<file path="src/rtl/fetch_pkg.sv">
package fetch_pkg;

    // Address and data widths
    localparam int ADDR_BIT  = 32;
    localparam int INSTR_BIT = 32;
    localparam int BLOCK_BIT = 64;

    localparam int INSTR_BYTES      = INSTR_BIT / 8;
    localparam int BLOCK_BYTES      = 8;
    localparam int BLOCK_OFFSET_BIT = $clog2(BLOCK_BYTES);

    // Fetch queue sizing
    localparam int FETCH_QUEUE_DEPTH = 4;
    localparam int QUEUE_PTR_BIT     = $clog2(FETCH_QUEUE_DEPTH);
    localparam int QUEUE_CNT_BIT     = $clog2(FETCH_QUEUE_DEPTH + 1);

    // Enough for a full queue plus a dropped response, with one spare
    localparam int CREDIT_BIT = $clog2(FETCH_QUEUE_DEPTH + 3);

    localparam logic [ADDR_BIT-1:0] RESET_PC = 32'h0000_1000;

    // One returned block on its way to decode
    typedef struct packed {
        logic [BLOCK_BIT-1:0] data;
        logic [ADDR_BIT-1:0]  addr;
        logic                 start_upper;
    } fetch_entry_t;

endpackage

</file>
<file path="src/rtl/pc_generator.sv">
module pc_generator import fetch_pkg::*; (
    input  logic                  clk_i,
    input  logic                  arst_n_i,

    input  logic                  icache_req_ready_i,

    input  logic [ADDR_BIT-1:0]   trap_pc_i,
    input  logic                  trap_valid_i,
    input  logic [ADDR_BIT-1:0]   branch_pc_i,
    input  logic                  branch_valid_i,

    input  logic [CREDIT_BIT-1:0] credit_return_i,

    output logic [ADDR_BIT-1:0]   icache_req_addr_o,
    output logic                  icache_req_valid_o,
    output logic                  issue_o,
    output logic                  flush_o,
    output logic                  start_upper_o
);

    logic [ADDR_BIT-1:0]   req_addr_q;
    logic                  req_upper_q;
    logic [ADDR_BIT-1:0]   next_addr_q;
    logic                  next_upper_q;
    logic                  stale_q;
    logic [CREDIT_BIT-1:0] credit_q;
    logic                  req_en_q;

    logic                  redirect;
    logic [ADDR_BIT-1:0]   target_pc;
    logic [ADDR_BIT-1:0]   target_block;
    logic                  target_upper;
    logic                  accept;
    logic                  hold_old;

    // Trap beats branch
    assign redirect     = trap_valid_i | branch_valid_i;
    assign target_pc    = trap_valid_i ? trap_pc_i : branch_pc_i;
    assign target_block = {target_pc[ADDR_BIT-1:BLOCK_OFFSET_BIT], {BLOCK_OFFSET_BIT{1'b0}}};
    assign target_upper = target_pc[BLOCK_OFFSET_BIT-1];

    // Quiet until the first cycle out of reset
    assign icache_req_valid_o = req_en_q & (credit_q != '0);
    assign icache_req_addr_o  = req_addr_q;
    assign accept             = icache_req_valid_o & icache_req_ready_i;

    assign issue_o       = accept;
    assign start_upper_o = req_upper_q;

    // Request already on the bus keeps its old address
    assign hold_old = redirect & icache_req_valid_o & ~icache_req_ready_i;

    // Second flush when the held request finally goes out, so its answer is dropped
    assign flush_o = redirect | (stale_q & accept);

    always_ff @(posedge clk_i or negedge arst_n_i) begin
        if (!arst_n_i) begin
            req_addr_q  <= RESET_PC;
            req_upper_q <= RESET_PC[BLOCK_OFFSET_BIT-1];
            stale_q     <= 1'b0;
            credit_q    <= CREDIT_BIT'(FETCH_QUEUE_DEPTH);
            req_en_q    <= 1'b0;
        end else begin
            req_en_q <= 1'b1;
            credit_q <= credit_q - CREDIT_BIT'(accept) + credit_return_i;
            if (hold_old) begin
                stale_q <= 1'b1;
            end else if (redirect) begin
                req_addr_q  <= target_block;
                req_upper_q <= target_upper;
                stale_q     <= 1'b0;
            end else if (accept && stale_q) begin
                req_addr_q  <= next_addr_q;
                req_upper_q <= next_upper_q;
                stale_q     <= 1'b0;
            end else if (accept) begin
                req_addr_q  <= req_addr_q + ADDR_BIT'(BLOCK_BYTES);
                req_upper_q <= 1'b0;
            end
        end
    end

    // Parked redirect target
    always_ff @(posedge clk_i) begin
        if (hold_old) begin
            next_addr_q  <= target_block;
            next_upper_q <= target_upper;
        end
    end

    // Credits come back from the queue, never more than were handed out
    assert property (@(posedge clk_i) disable iff (!arst_n_i)
        credit_q <= CREDIT_BIT'(FETCH_QUEUE_DEPTH));

endmodule

</file>
<file path="src/rtl/fetch_queue.sv">
module fetch_queue import fetch_pkg::*; #(
    parameter type entry_t = fetch_entry_t
) (
    input  logic                  clk_i,
    input  logic                  arst_n_i,

    input  logic                  issue_i,
    input  logic [ADDR_BIT-1:0]   issue_addr_i,
    input  logic                  flush_i,
    input  logic                  start_upper_i,

    input  logic [BLOCK_BIT-1:0]  resp_data_i,
    input  logic                  resp_valid_i,

    input  logic                  pop_i,
    output entry_t                entry_o,
    output logic                  entry_valid_o,

    output logic [CREDIT_BIT-1:0] credit_return_o
);

    entry_t                   mem [FETCH_QUEUE_DEPTH];
    logic [QUEUE_PTR_BIT-1:0] wr_ptr_q;
    logic [QUEUE_PTR_BIT-1:0] rd_ptr_q;
    logic [QUEUE_CNT_BIT-1:0] count_q;

    // Address and start half of each request still in flight
    logic [ADDR_BIT-1:0]      side_addr [FETCH_QUEUE_DEPTH];
    logic                     side_upper [FETCH_QUEUE_DEPTH];
    logic [QUEUE_PTR_BIT-1:0] side_wr_q;
    logic [QUEUE_PTR_BIT-1:0] side_rd_q;
    logic [QUEUE_CNT_BIT-1:0] side_cnt_q;
    logic [QUEUE_CNT_BIT-1:0] stale_cnt_q;

    logic                     drop;
    logic                     push;
    logic                     pop_take;
    logic                     side_push;
    entry_t                   push_entry;

    assign entry_o       = mem[rd_ptr_q];
    assign entry_valid_o = (count_q != '0);

    // Stale answers are the oldest ones, responses come back in order
    assign drop      = resp_valid_i & (flush_i | (stale_cnt_q != '0));
    assign push      = resp_valid_i & ~drop;
    assign pop_take  = pop_i & entry_valid_o & ~flush_i;
    assign side_push = issue_i & ~flush_i;

    always_comb begin
        push_entry.data        = resp_data_i;
        push_entry.addr        = side_addr[side_rd_q];
        push_entry.start_upper = side_upper[side_rd_q];
    end

    // Discarded entries count as freed on a flush
    always_comb begin
        if (flush_i) begin
            credit_return_o = CREDIT_BIT'(count_q) + CREDIT_BIT'(drop);
        end else begin
            credit_return_o = CREDIT_BIT'(pop_take) + CREDIT_BIT'(drop);
        end
    end

    always_ff @(posedge clk_i or negedge arst_n_i) begin
        if (!arst_n_i) begin
            wr_ptr_q    <= '0;
            rd_ptr_q    <= '0;
            count_q     <= '0;
            side_wr_q   <= '0;
            side_rd_q   <= '0;
            side_cnt_q  <= '0;
            stale_cnt_q <= '0;
        end else if (flush_i) begin
            wr_ptr_q    <= '0;
            rd_ptr_q    <= '0;
            count_q     <= '0;
            side_wr_q   <= '0;
            side_rd_q   <= '0;
            side_cnt_q  <= '0;
            // Everything still out there, including a request issued now
            stale_cnt_q <= stale_cnt_q + side_cnt_q + QUEUE_CNT_BIT'(issue_i)
                           - QUEUE_CNT_BIT'(resp_valid_i);
        end else begin
            if (push) begin
                wr_ptr_q  <= wr_ptr_q + QUEUE_PTR_BIT'(1);
                side_rd_q <= side_rd_q + QUEUE_PTR_BIT'(1);
            end
            if (pop_take) begin
                rd_ptr_q <= rd_ptr_q + QUEUE_PTR_BIT'(1);
            end
            if (side_push) begin
                side_wr_q <= side_wr_q + QUEUE_PTR_BIT'(1);
            end
            if (drop) begin
                stale_cnt_q <= stale_cnt_q - QUEUE_CNT_BIT'(1);
            end
            count_q    <= count_q + QUEUE_CNT_BIT'(push) - QUEUE_CNT_BIT'(pop_take);
            side_cnt_q <= side_cnt_q + QUEUE_CNT_BIT'(side_push) - QUEUE_CNT_BIT'(push);
        end
    end

    always_ff @(posedge clk_i) begin
        if (push) begin
            mem[wr_ptr_q] <= push_entry;
        end
        if (side_push) begin
            side_addr[side_wr_q]  <= issue_addr_i;
            side_upper[side_wr_q] <= start_upper_i;
        end
    end

    // Credit scheme upstream keeps room for every response
    assert property (@(posedge clk_i) disable iff (!arst_n_i)
        push |-> count_q != QUEUE_CNT_BIT'(FETCH_QUEUE_DEPTH));

endmodule

</file>
<file path="src/rtl/decode_feeder.sv">
module decode_feeder import fetch_pkg::*; (
    input  logic                 clk_i,
    input  logic                 arst_n_i,

    input  logic                 flush_i,

    input  fetch_entry_t         entry_i,
    input  logic                 entry_valid_i,
    output logic                 pop_o,

    output logic [INSTR_BIT-1:0] dec_instr_o,
    output logic [ADDR_BIT-1:0]  dec_pc_o,
    output logic                 dec_valid_o,
    input  logic                 dec_ready_i
);

    fetch_entry_t block_q;
    logic         held_q;
    logic         upper_q;
    logic         used_up;

    // Block is done once its upper instruction is taken
    assign used_up = ~held_q | (dec_ready_i & upper_q);
    assign pop_o   = entry_valid_i & used_up & ~flush_i;

    assign dec_valid_o = held_q;
    assign dec_instr_o = upper_q ? block_q.data[BLOCK_BIT-1 -: INSTR_BIT]
                                 : block_q.data[INSTR_BIT-1:0];
    assign dec_pc_o    = upper_q ? block_q.addr + ADDR_BIT'(INSTR_BYTES)
                                 : block_q.addr;

    always_ff @(posedge clk_i or negedge arst_n_i) begin
        if (!arst_n_i) begin
            held_q  <= 1'b0;
            upper_q <= 1'b0;
        end else if (flush_i) begin
            held_q <= 1'b0;
        end else if (pop_o) begin
            held_q  <= 1'b1;
            upper_q <= entry_i.start_upper;
        end else if (held_q && dec_ready_i) begin
            if (upper_q) begin
                held_q <= 1'b0;
            end else begin
                upper_q <= 1'b1;
            end
        end
    end

    always_ff @(posedge clk_i) begin
        if (pop_o) begin
            block_q <= entry_i;
        end
    end

    // Decode sees a steady instruction while it stalls
    assert property (@(posedge clk_i) disable iff (!arst_n_i)
        dec_valid_o && !dec_ready_i && !flush_i
        |=> dec_valid_o && $stable(dec_instr_o) && $stable(dec_pc_o));

endmodule

</file>
<file path="src/rtl/fetch_unit.sv">
module fetch_unit import fetch_pkg::*; (
    input  logic                 clk_i,
    input  logic                 arst_n_i,

    // Instruction cache request
    output logic [ADDR_BIT-1:0]  icache_req_addr_o,
    output logic                 icache_req_valid_o,
    input  logic                 icache_req_ready_i,

    // Instruction cache response
    input  logic [BLOCK_BIT-1:0] icache_resp_data_i,
    input  logic                 icache_resp_valid_i,

    // Redirects
    input  logic [ADDR_BIT-1:0]  trap_pc_i,
    input  logic                 trap_valid_i,
    input  logic [ADDR_BIT-1:0]  branch_pc_i,
    input  logic                 branch_valid_i,

    // Decode
    output logic [INSTR_BIT-1:0] dec_instr_o,
    output logic [ADDR_BIT-1:0]  dec_pc_o,
    output logic                 dec_valid_o,
    input  logic                 dec_ready_i
);

    logic                  issue;
    logic                  flush;
    logic                  start_upper;
    logic [CREDIT_BIT-1:0] credit_return;
    fetch_entry_t          entry;
    logic                  entry_valid;
    logic                  pop;

    pc_generator i_pc_generator (
        .clk_i              (clk_i),
        .arst_n_i           (arst_n_i),
        .icache_req_ready_i (icache_req_ready_i),
        .trap_pc_i          (trap_pc_i),
        .trap_valid_i       (trap_valid_i),
        .branch_pc_i        (branch_pc_i),
        .branch_valid_i     (branch_valid_i),
        .credit_return_i    (credit_return),
        .icache_req_addr_o  (icache_req_addr_o),
        .icache_req_valid_o (icache_req_valid_o),
        .issue_o            (issue),
        .flush_o            (flush),
        .start_upper_o      (start_upper)
    );

    fetch_queue #(
        .entry_t (fetch_entry_t)
    ) i_fetch_queue (
        .clk_i           (clk_i),
        .arst_n_i        (arst_n_i),
        .issue_i         (issue),
        .issue_addr_i    (icache_req_addr_o),
        .flush_i         (flush),
        .start_upper_i   (start_upper),
        .resp_data_i     (icache_resp_data_i),
        .resp_valid_i    (icache_resp_valid_i),
        .pop_i           (pop),
        .entry_o         (entry),
        .entry_valid_o   (entry_valid),
        .credit_return_o (credit_return)
    );

    decode_feeder i_decode_feeder (
        .clk_i         (clk_i),
        .arst_n_i      (arst_n_i),
        .flush_i       (flush),
        .entry_i       (entry),
        .entry_valid_i (entry_valid),
        .pop_o         (pop),
        .dec_instr_o   (dec_instr_o),
        .dec_pc_o      (dec_pc_o),
        .dec_valid_o   (dec_valid_o),
        .dec_ready_i   (dec_ready_i)
    );

endmodule

</file>
<file path="config.mk">
export PLATFORM = sky130hd
export DESIGN_NAME = fetch_unit
export DESIGN_NICKNAME = d
export VERILOG_FILES = /design/src/rtl/fetch_pkg.sv /design/src/rtl/pc_generator.sv /design/src/rtl/fetch_queue.sv /design/src/rtl/decode_feeder.sv /design/src/rtl/fetch_unit.sv
export SDC_FILE = /design/constraint.sdc
export NUM_CORES = 1
export LEC_CHECK = 0
export BUFFER_PORTS_ARGS = -buffer_cell sky130_fd_sc_hd__buf_2
export CAP_MARGIN = 20
export CORE_AREA = 5 5 280 282
export CTS_CLUSTER_DIAMETER = 150
export DETAILED_ROUTE_END_ITERATION = 7
export DIE_AREA = 0 0 285 287
export PLACE_DENSITY = 0.58
export SKIP_LAST_GASP = 1
export SYNTH_ARGS = -nofsm -noshare
export SYNTH_HDL_FRONTEND = slang
export SYNTH_SLANG_ARGS = --single-unit
</file>
<file path="constraint.sdc">
create_clock -name clk_i -period 6.6 [get_ports clk_i]
set_input_delay 1.32 -clock clk_i [delete_from_list [all_inputs] [get_ports clk_i]]
set_output_delay 1.32 -clock clk_i [all_outputs]
set_load 0.02 [all_outputs]
</file>
==> flow_metrics.py, run 1 <==
metrics = {
    "synthesis": {
        "yosysWarnings": 0,
        "synthFlopType": "edfxtp_1",
        "synth_top_area_cell": "edfxtp_1",
        "synth_seq_cells": 673,
        "synthesis.area_um2": 26270,
        "yosys-top-cells-count": "edfxtp_1 (619), mux4_2 (124), mux2_2 (63), clkbuf_1 (61), dfrtp_1 (52)",
        "synth-async-reset-ratio": 0.08024,
        "avgSynthCellArea_um2": 19.75,
        "synth_edf_count": 619,
        "yosysUniqueCellTypes": 66,
        "ys_seq_area_frac": 0.7591,
        "yosysMostFrequentCell": "edfxtp_1",
        "synthCells": 1330,
        "synth.top_cell.area_share": 0.7076,
        "netlist_top_cells_area": "edfxtp_1 (71%), mux4_2 (11%), dfrtp_1 (5.0%)",
    },
    "run": {
        "max_cap_violations": 0,
    },
    "timing": {
        "slew_violations": 0,
        "setup_violations": 0,
        "relSlewSlack": 0.3988,
        "fin_crit_sh": 0.6446,
        "whs_ns": 0.4721,
        "rsz0062_at_grt": "no",
        "period_minus_slack_ns": 4.254,
        "finalSetupTns_ns": 0,
        "hold_viol": 0,
        "fin_worst_skew_ns": 0.02193,
        "clock.fmax_mhz": 235.1,
        "fin_ws_ns": 2.346,
        "worst_slew_pin_slew_ns": 0.9019,
    },
    "routing": {
        "drc": 0,
        "first_iter_violations": 945,
        "totalWireLength_um": 55690,
        "vias": 12990,
        "routedWlPerCell_um": 21.45,
        "via_per_inst": 5.003,
        "drt_pre_antenna_iters": 5,
        "ant_nets": 0,
    },
    "die": {
        "fp.dieH_um": 287,
        "io_pins": 233,
        "coreArea_um2": 75440,
        "fp-row-count": 101,
        "die_w_um": 285,
        "die_area_um2": 81800,
        "start_util": 0.3482,
    },
    "cells_and_area": {
        "final_util": 0.4098,
        "syn_to_final_growth_pct": 17.67,
        "instances_no_fill": 2596,
        "fill_cells": 6673,
        "fin_nets": 1722,
        "drive_above_1_share": 0.3544,
        "fin_area_um2": 30910,
    },
    "run_status": {
        "status": "finished, final reports clean",
    },
    "global_routing": {
        "grt_overflow": 0,
        "grt_max_degree": 59,
        "grt_pass1_vias": 13850,
        "antenna_found_initial": 5,
        "grt_usage": 0.1358,
        "grt_pass1_wl_um": 85290,
    },
    "setup_path": {
        "cp_data_arrival_time_ns": 4.78,
        "crit_path_start_kind": "primary input",
        "end_kind": "flip-flop",
        "crit_fanout": 40,
        "required_ns": 7.12,
        "critical_path_class": "primary input to flip-flop",
    },
    "clock_network": {
        "clock-sinks": 673,
        "postCtsSetupBuffers": 0,
        "clkSlewWorstSetupHoldPaths_ns": 0.06,
        "cts-root-buf": "clkbuf_16",
        "post_cts_resized": 0,
        "insertion_delay_ns": 0.61,
        "cts_buffers": 74,
        "htreeDepth": 3,
        "cts_tree": "done",
        "clockBufferDepth": 3,
        "postCtsHoldBufs": 0,
    },
    "placement": {
        "dp_hpwl_um": 33120,
        "dp.cells": 2462,
        "numPortBuffers": 223,
        "gp_congestion": 0.7511,
        "dpl_cell_area_um2": 28470,
        "dp_slack_ns": 1.688,
    },
    "pwr": {
        "ir_worst_vdd_mv": 0.1660,
        "p_leak_nw": 10.23,
        "power_density_nw_per_um2": 321.6,
        "power_mw": 9.941,
    },
    "min_path": {
        "hold_path_class": "flip-flop to flip-flop",
    },
}
power breakdown:
| part | internal [mW] | switching (mW) | total [mW] | leakage [nW] |
|---|---|---|---|---|
| sequential | 4.84 | 0.177 | 5.02 | 6.24 |
| clock | 2.40 | 1.66 | 4.06 | 1.17 |
| combinational | 0.346 | 0.519 | 0.864 | 2.81 |
| total | 7.58 | 2.36 | 9.94 | 10.2 |
sequential cells by signal (all words and copies together) (netlist names):
name	flops
i_fetch_queue.mem	376
i_fetch_queue.side_addr	116
i_decode_feeder.block_q	93
i_pc_generator.icache_req_addr_o	29
i_pc_generator.next_addr_q	29
i_fetch_queue.side_upper	4
i_fetch_queue.count_q	3
i_fetch_queue.side_cnt_q	3
i_fetch_queue.stale_cnt_q	3
i_pc_generator.credit_q	3
i_fetch_queue.rd_ptr_q	2
i_fetch_queue.side_rd_q	2
i_fetch_queue.side_wr_q	2
i_fetch_queue.wr_ptr_q	2
i_decode_feeder.dec_valid_o	1
i_decode_feeder.upper_q	1
i_pc_generator.next_upper_q	1
i_pc_generator.req_en_q	1
i_pc_generator.stale_q	1
i_pc_generator.start_upper_o	1
metal layers:
metal	global-route usage	wire length (um)	share of wire
met1	0.1807	23730	0.43
met2	0.2248	27200	0.49
met3	0.03275	3677	0.066
met4	0.03872	1083	0.019
met5	0	0	0
cell usage in the layout (no fill, tap or decap), drive strengths merged, types with 6 or more instances in the layout:
cell and n:
a21oi 33, a31oi 10, and2 15, and3 7, buf 248, clkbuf 96
clkinv 23, conb 6, dfrtp 52, edfxtp 619, ha 21, inv 32
mux2 63, mux4 124, nand2 35, nand3 20, nand4 9, nor2 50
nor3 12, o21ai 22, o22a 8, xnor2 15, xor2 10
path summary, 6_finish.rpt:
| kind | startpoint | to | slack, ns | cells past startpoint |
|---|---|---|---|---|
| min in group asynchronous | arst_n_i | i_pc_generator.icache_req_addr_o[26] | 0.84 | 2 |
| max in group asynchronous | arst_n_i | i_fetch_queue.rd_ptr_q[0] | 5.09 | 2 |
| setup reg to reg | i_pc_generator.credit_q[1] | i_fetch_queue.mem[0][27] | 3.09 | 5 |
| hold reg to reg | i_fetch_queue.stale_cnt_q[2] | i_fetch_queue.stale_cnt_q[2] | 0.47 | 1 |
| setup / recovery | trap_valid_i | i_pc_generator.credit_q[2] | 2.35 | 11 |
| hold / removal | i_fetch_queue.stale_cnt_q[2] | i_fetch_queue.stale_cnt_q[2] | 0.47 | 1 |
cell families (layout without fill, tap and decap cells):
group / count (synthesis) / after routing / share of synthesized area
flops: 673 / 673 / 0.7591
mux: 192 / 192 / 0.1352
simple gates: 163 / 163 / 0.03010
buf+inv: 125 / 408 / 0.01977
compound gates: 124 / 124 / 0.03339
fa+ha+maj: 26 / 26 / 0.01381
xor+xnor: 25 / 25 / 0.008335
other cells: 2 / 7 / 0.0002859
critical path: stages:
cell,delay [ns]
buf_2,0.35
or2_2,0.69
o31ai_2,0.64
inv_1,0.10
ha_1,0.20
ha_1,0.26
a21oi_1,0.13
ha_1,0.26
fa_1,0.45
xnor2_1,0.21
xnor2_1,0.14
cell type report:
cell class	count	area (um^2)	share of cell area
multi-input cells	536	5846	0.1891
well taps	978	1224	0.03958
clock inverters	36	369.1	0.01194
inverters	28	107.6	0.003481
diodes	1	2.502	0.00008095
repair buffers	248	1366	0.04420
clock buffers	96	2047	0.06622
flip-flops and latches	673	19950	0.6454
Note: power is estimated with default switching activity, not from simulation.
==> inputs of run 2 (changes only) <==
--- a/config.mk
+++ b/config.mk
@@ -11,7 +11,7 @@
 export CTS_CLUSTER_DIAMETER = 150
 export DETAILED_ROUTE_END_ITERATION = 7
 export DIE_AREA = 0 0 285 287
-export PLACE_DENSITY = 0.58
+export PLACE_DENSITY = 0.6
 export SKIP_LAST_GASP = 1
 export SYNTH_ARGS = -nofsm -noshare
 export SYNTH_HDL_FRONTEND = slang
==> constraint.sdc (replaced) <==
create_clock -name clk_i -period 3.85 [get_ports clk_i]
set_input_delay 0.77 -clock clk_i [delete_from_list [all_inputs] [get_ports clk_i]]
set_output_delay 0.77 -clock clk_i [all_outputs]
set_load 0.02 [all_outputs]
==> run 2 against run 1 <==
Compared with the run above:
- first-iteration DRC count decreased by 11%
- sequential power up 71%
- largest cell class unchanged
- flip-flop and latch count stayed put
- via count shrank 0.39%
- clock skew is 0.0046 ns lower
- count of clock-buffer cells in the layout decreased by 2
==> flow_metrics.py, run 2 (same netlist as run 1, synthesis figures left out) <==
metrics = {
    "die": {
        "io_pins": 233,
        "coreArea_um2": 75440,
        "die_area_um2": 81800,
        "fp-row-count": 101,
        "die_w_um": 285,
        "fp.dieH_um": 287,
        "start_util": 0.3482,
    },
    "clock_network": {
        "postCtsHoldBufs": 0,
        "clkSlewWorstSetupHoldPaths_ns": 0.06,
        "cts_tree": "done",
        "htreeDepth": 3,
        "clock-sinks": 673,
        "postCtsSetupBuffers": 0,
        "post_cts_resized": 0,
        "cts_buffers": 73,
        "cts-root-buf": "clkbuf_16",
        "clockBufferDepth": 3,
        "insertion_delay_ns": 0.60,
    },
    "global_routing": {
        "grtUsageMet1": 0.1712,
        "grt_max_degree": 65,
        "grt_usage": 0.1330,
        "met3_usage": 0.03315,
        "grt_pass1_vias": 13880,
        "grt_pass1_wl_um": 84100,
        "grt_overflow": 0,
        "globalRouteMet2Util": 0.2258,
        "grt-busiest-layer": "met2",
        "antenna_found_initial": 2,
    },
    "setup_path": {
        "crit_fanout": 9,
        "ff2ff_setup_slack_ns": 0.71,
        "crit_path_start_kind": "flip-flop",
        "cp_data_arrival_time_ns": 3.65,
        "end_kind": "flip-flop",
        "required_ns": 4.37,
        "critical_path_class": "flip-flop to flip-flop",
    },
    "timing": {
        "fin_crit_sh": 0.8151,
        "relSlewSlack": 0.2965,
        "rsz0062_at_grt": "no",
        "fin_worst_skew_ns": 0.01730,
        "finalSetupTns_ns": 0,
        "hold_viol": 0,
        "slew_violations": 0,
        "setup_violations": 0,
        "clock.fmax_mhz": 318.7,
        "period_minus_slack_ns": 3.138,
        "worst_slew_pin_slew_ns": 1.055,
    },
    "pwr": {
        "p_leak_nw": 10.34,
        "ir_worst_vdd_mv": 0.3090,
        "power_frac_clock": 0.405,
        "pwr-share-seq": 0.506,
        "power_density_nw_per_um2": 546.1,
        "intPower_mw": 13.02,
        "p_comb_frac": 0.089,
        "sw_frac_of_total": 0.2342,
        "p_sw_mw": 3.982,
    },
    "cells_and_area": {
        "instances_no_fill": 2614,
        "mostFrequentLayoutCells": "edfxtp_1 (619), buf_2 (223), mux4_2 (124)",
        "fin_nets": 1740,
        "drive_above_1_share": 0.3609,
        "largest_register_ffs": 376,
        "top_register": "i_fetch_queue.mem",
        "fill_cells": 6646,
        "syn_to_final_growth_pct": 18.51,
        "reg.largest.list": "i_fetch_queue.mem (376), i_fetch_queue.side_addr (116), i_decode_feeder.block_q (93)",
        "layout_commonest_cell": "edfxtp_1",
    },
    "placement": {
        "numPortBuffers": 223,
        "gp_congestion": 0.7964,
        "dp_hpwl_um": 34700,
        "dp.cells": 2482,
    },
    "routing": {
        "drc": 0,
        "first_iter_violations": 844,
        "vias": 12940,
        "routedWlPerCell_um": 20.84,
        "via_per_inst": 4.949,
        "drt_pre_antenna_iters": 5,
        "totalWireLength_um": 54480,
        "ant_nets": 0,
    },
    "min_path": {
        "hold_path_class": "primary input to async pin",
    },
    "run": {
        "max_cap_violations": 0,
    },
    "run_status": {
        "status": "finished, final reports clean",
    },
}
## run 2: cell types whose count changed in the layout (fill, tap and decap cells not counted)
cell / before / now
buf_12: 5 / 13
buf_4: 20 / 31
bufinv_16: 5 / 7
clkbuf_1: 13 / 14
clkbuf_16: 76 / 73
clkinv_2: 9 / 13
clkinv_4: 4 / 0
clkinvlp_4: 4 / 2
inv_4: 1 / 0
inv_6: 3 / 5
nor3_2: 2 / 1
nor3_4: 0 / 1
## run 2: area by class of cell
| type | count | area [um^2] | share of cell area |
|---|---|---|---|
| tap | 978 | 1224 | 0.03931 |
| sequential | 673 | 19950 | 0.6409 |
| timing repair buffer | 267 | 1609 | 0.05168 |
| inverter | 28 | 108.9 | 0.003496 |
| clock inverter | 37 | 409.1 | 0.01314 |
| clock buffer | 94 | 1976 | 0.06346 |
| antenna | 1 | 2.502 | 0.00008038 |
| multi-input combinational | 536 | 5852 | 0.1880 |
## run 2: power by group through the flow
stage               registers, mW  clock network [mW]  logic (mW)
floorplan                    8.73                   0       0.907
global placement             8.73                   0        1.50
detailed placement           8.75                   0        1.53
CTS                          8.60                7.12        1.54
global route                 8.64                7.43        1.66
finish                       8.60                6.89        1.51
## run 2: layer usage
layer,wire [um],up-vias,part of all wire
met1,22600,6625,0.41
met3,3641,97,0.067
li1,-,5820,-
met5,32,-,0.00059
met2,27130,391,0.50
met4,1088,4,0.020
## run 2: stage by stage
step           power [mW]  hold slack [ns]  setup WS (ns)  area [um^2]  utilization
2_1_floorplan       9.639           0.4332         0.3911        26300            -
3_3_place_gp        10.23           0.4515         0.5112        28750       0.3810
3_5_place_dp        10.28           0.4625         0.4934        28750       0.3810
4_1_cts             17.26           0.2050         0.6777        31130       0.4126
5_1_grt             17.72           0.2423         0.4934        31130       0.4126
6_report            17.00           0.2256         0.7119        31130       0.4127
## run 2: path summary, 6_finish.rpt
kind                                              startpoint                                    to  depth (start not counted)
worst max-delay path              i_pc_generator.credit_q[1]            i_pc_generator.credit_q[2]                         11
worst min-delay path                                arst_n_i  i_pc_generator.icache_req_addr_o[17]                          1
worst max register to register    i_pc_generator.credit_q[1]            i_pc_generator.credit_q[2]                         11
worst min register to register  i_fetch_queue.stale_cnt_q[2]          i_fetch_queue.stale_cnt_q[2]                          1
max in group asynchronous                           arst_n_i                i_pc_generator.stale_q                          2
min in group clk_i                     icache_resp_data_i[6]              i_fetch_queue.mem[3][39]                          1
## run 2: worst max-delay path, cell delays in order, from the launching register on
cell	delay [ns]
dfrtp_1	0.41
o31ai_4	0.54
nor2_2	0.08
o31ai_2	0.30
inv_1	0.08
ha_1	0.19
ha_1	0.27
a21oi_1	0.13
ha_1	0.26
fa_1	0.45
xnor2_1	0.21
xnor2_1	0.14
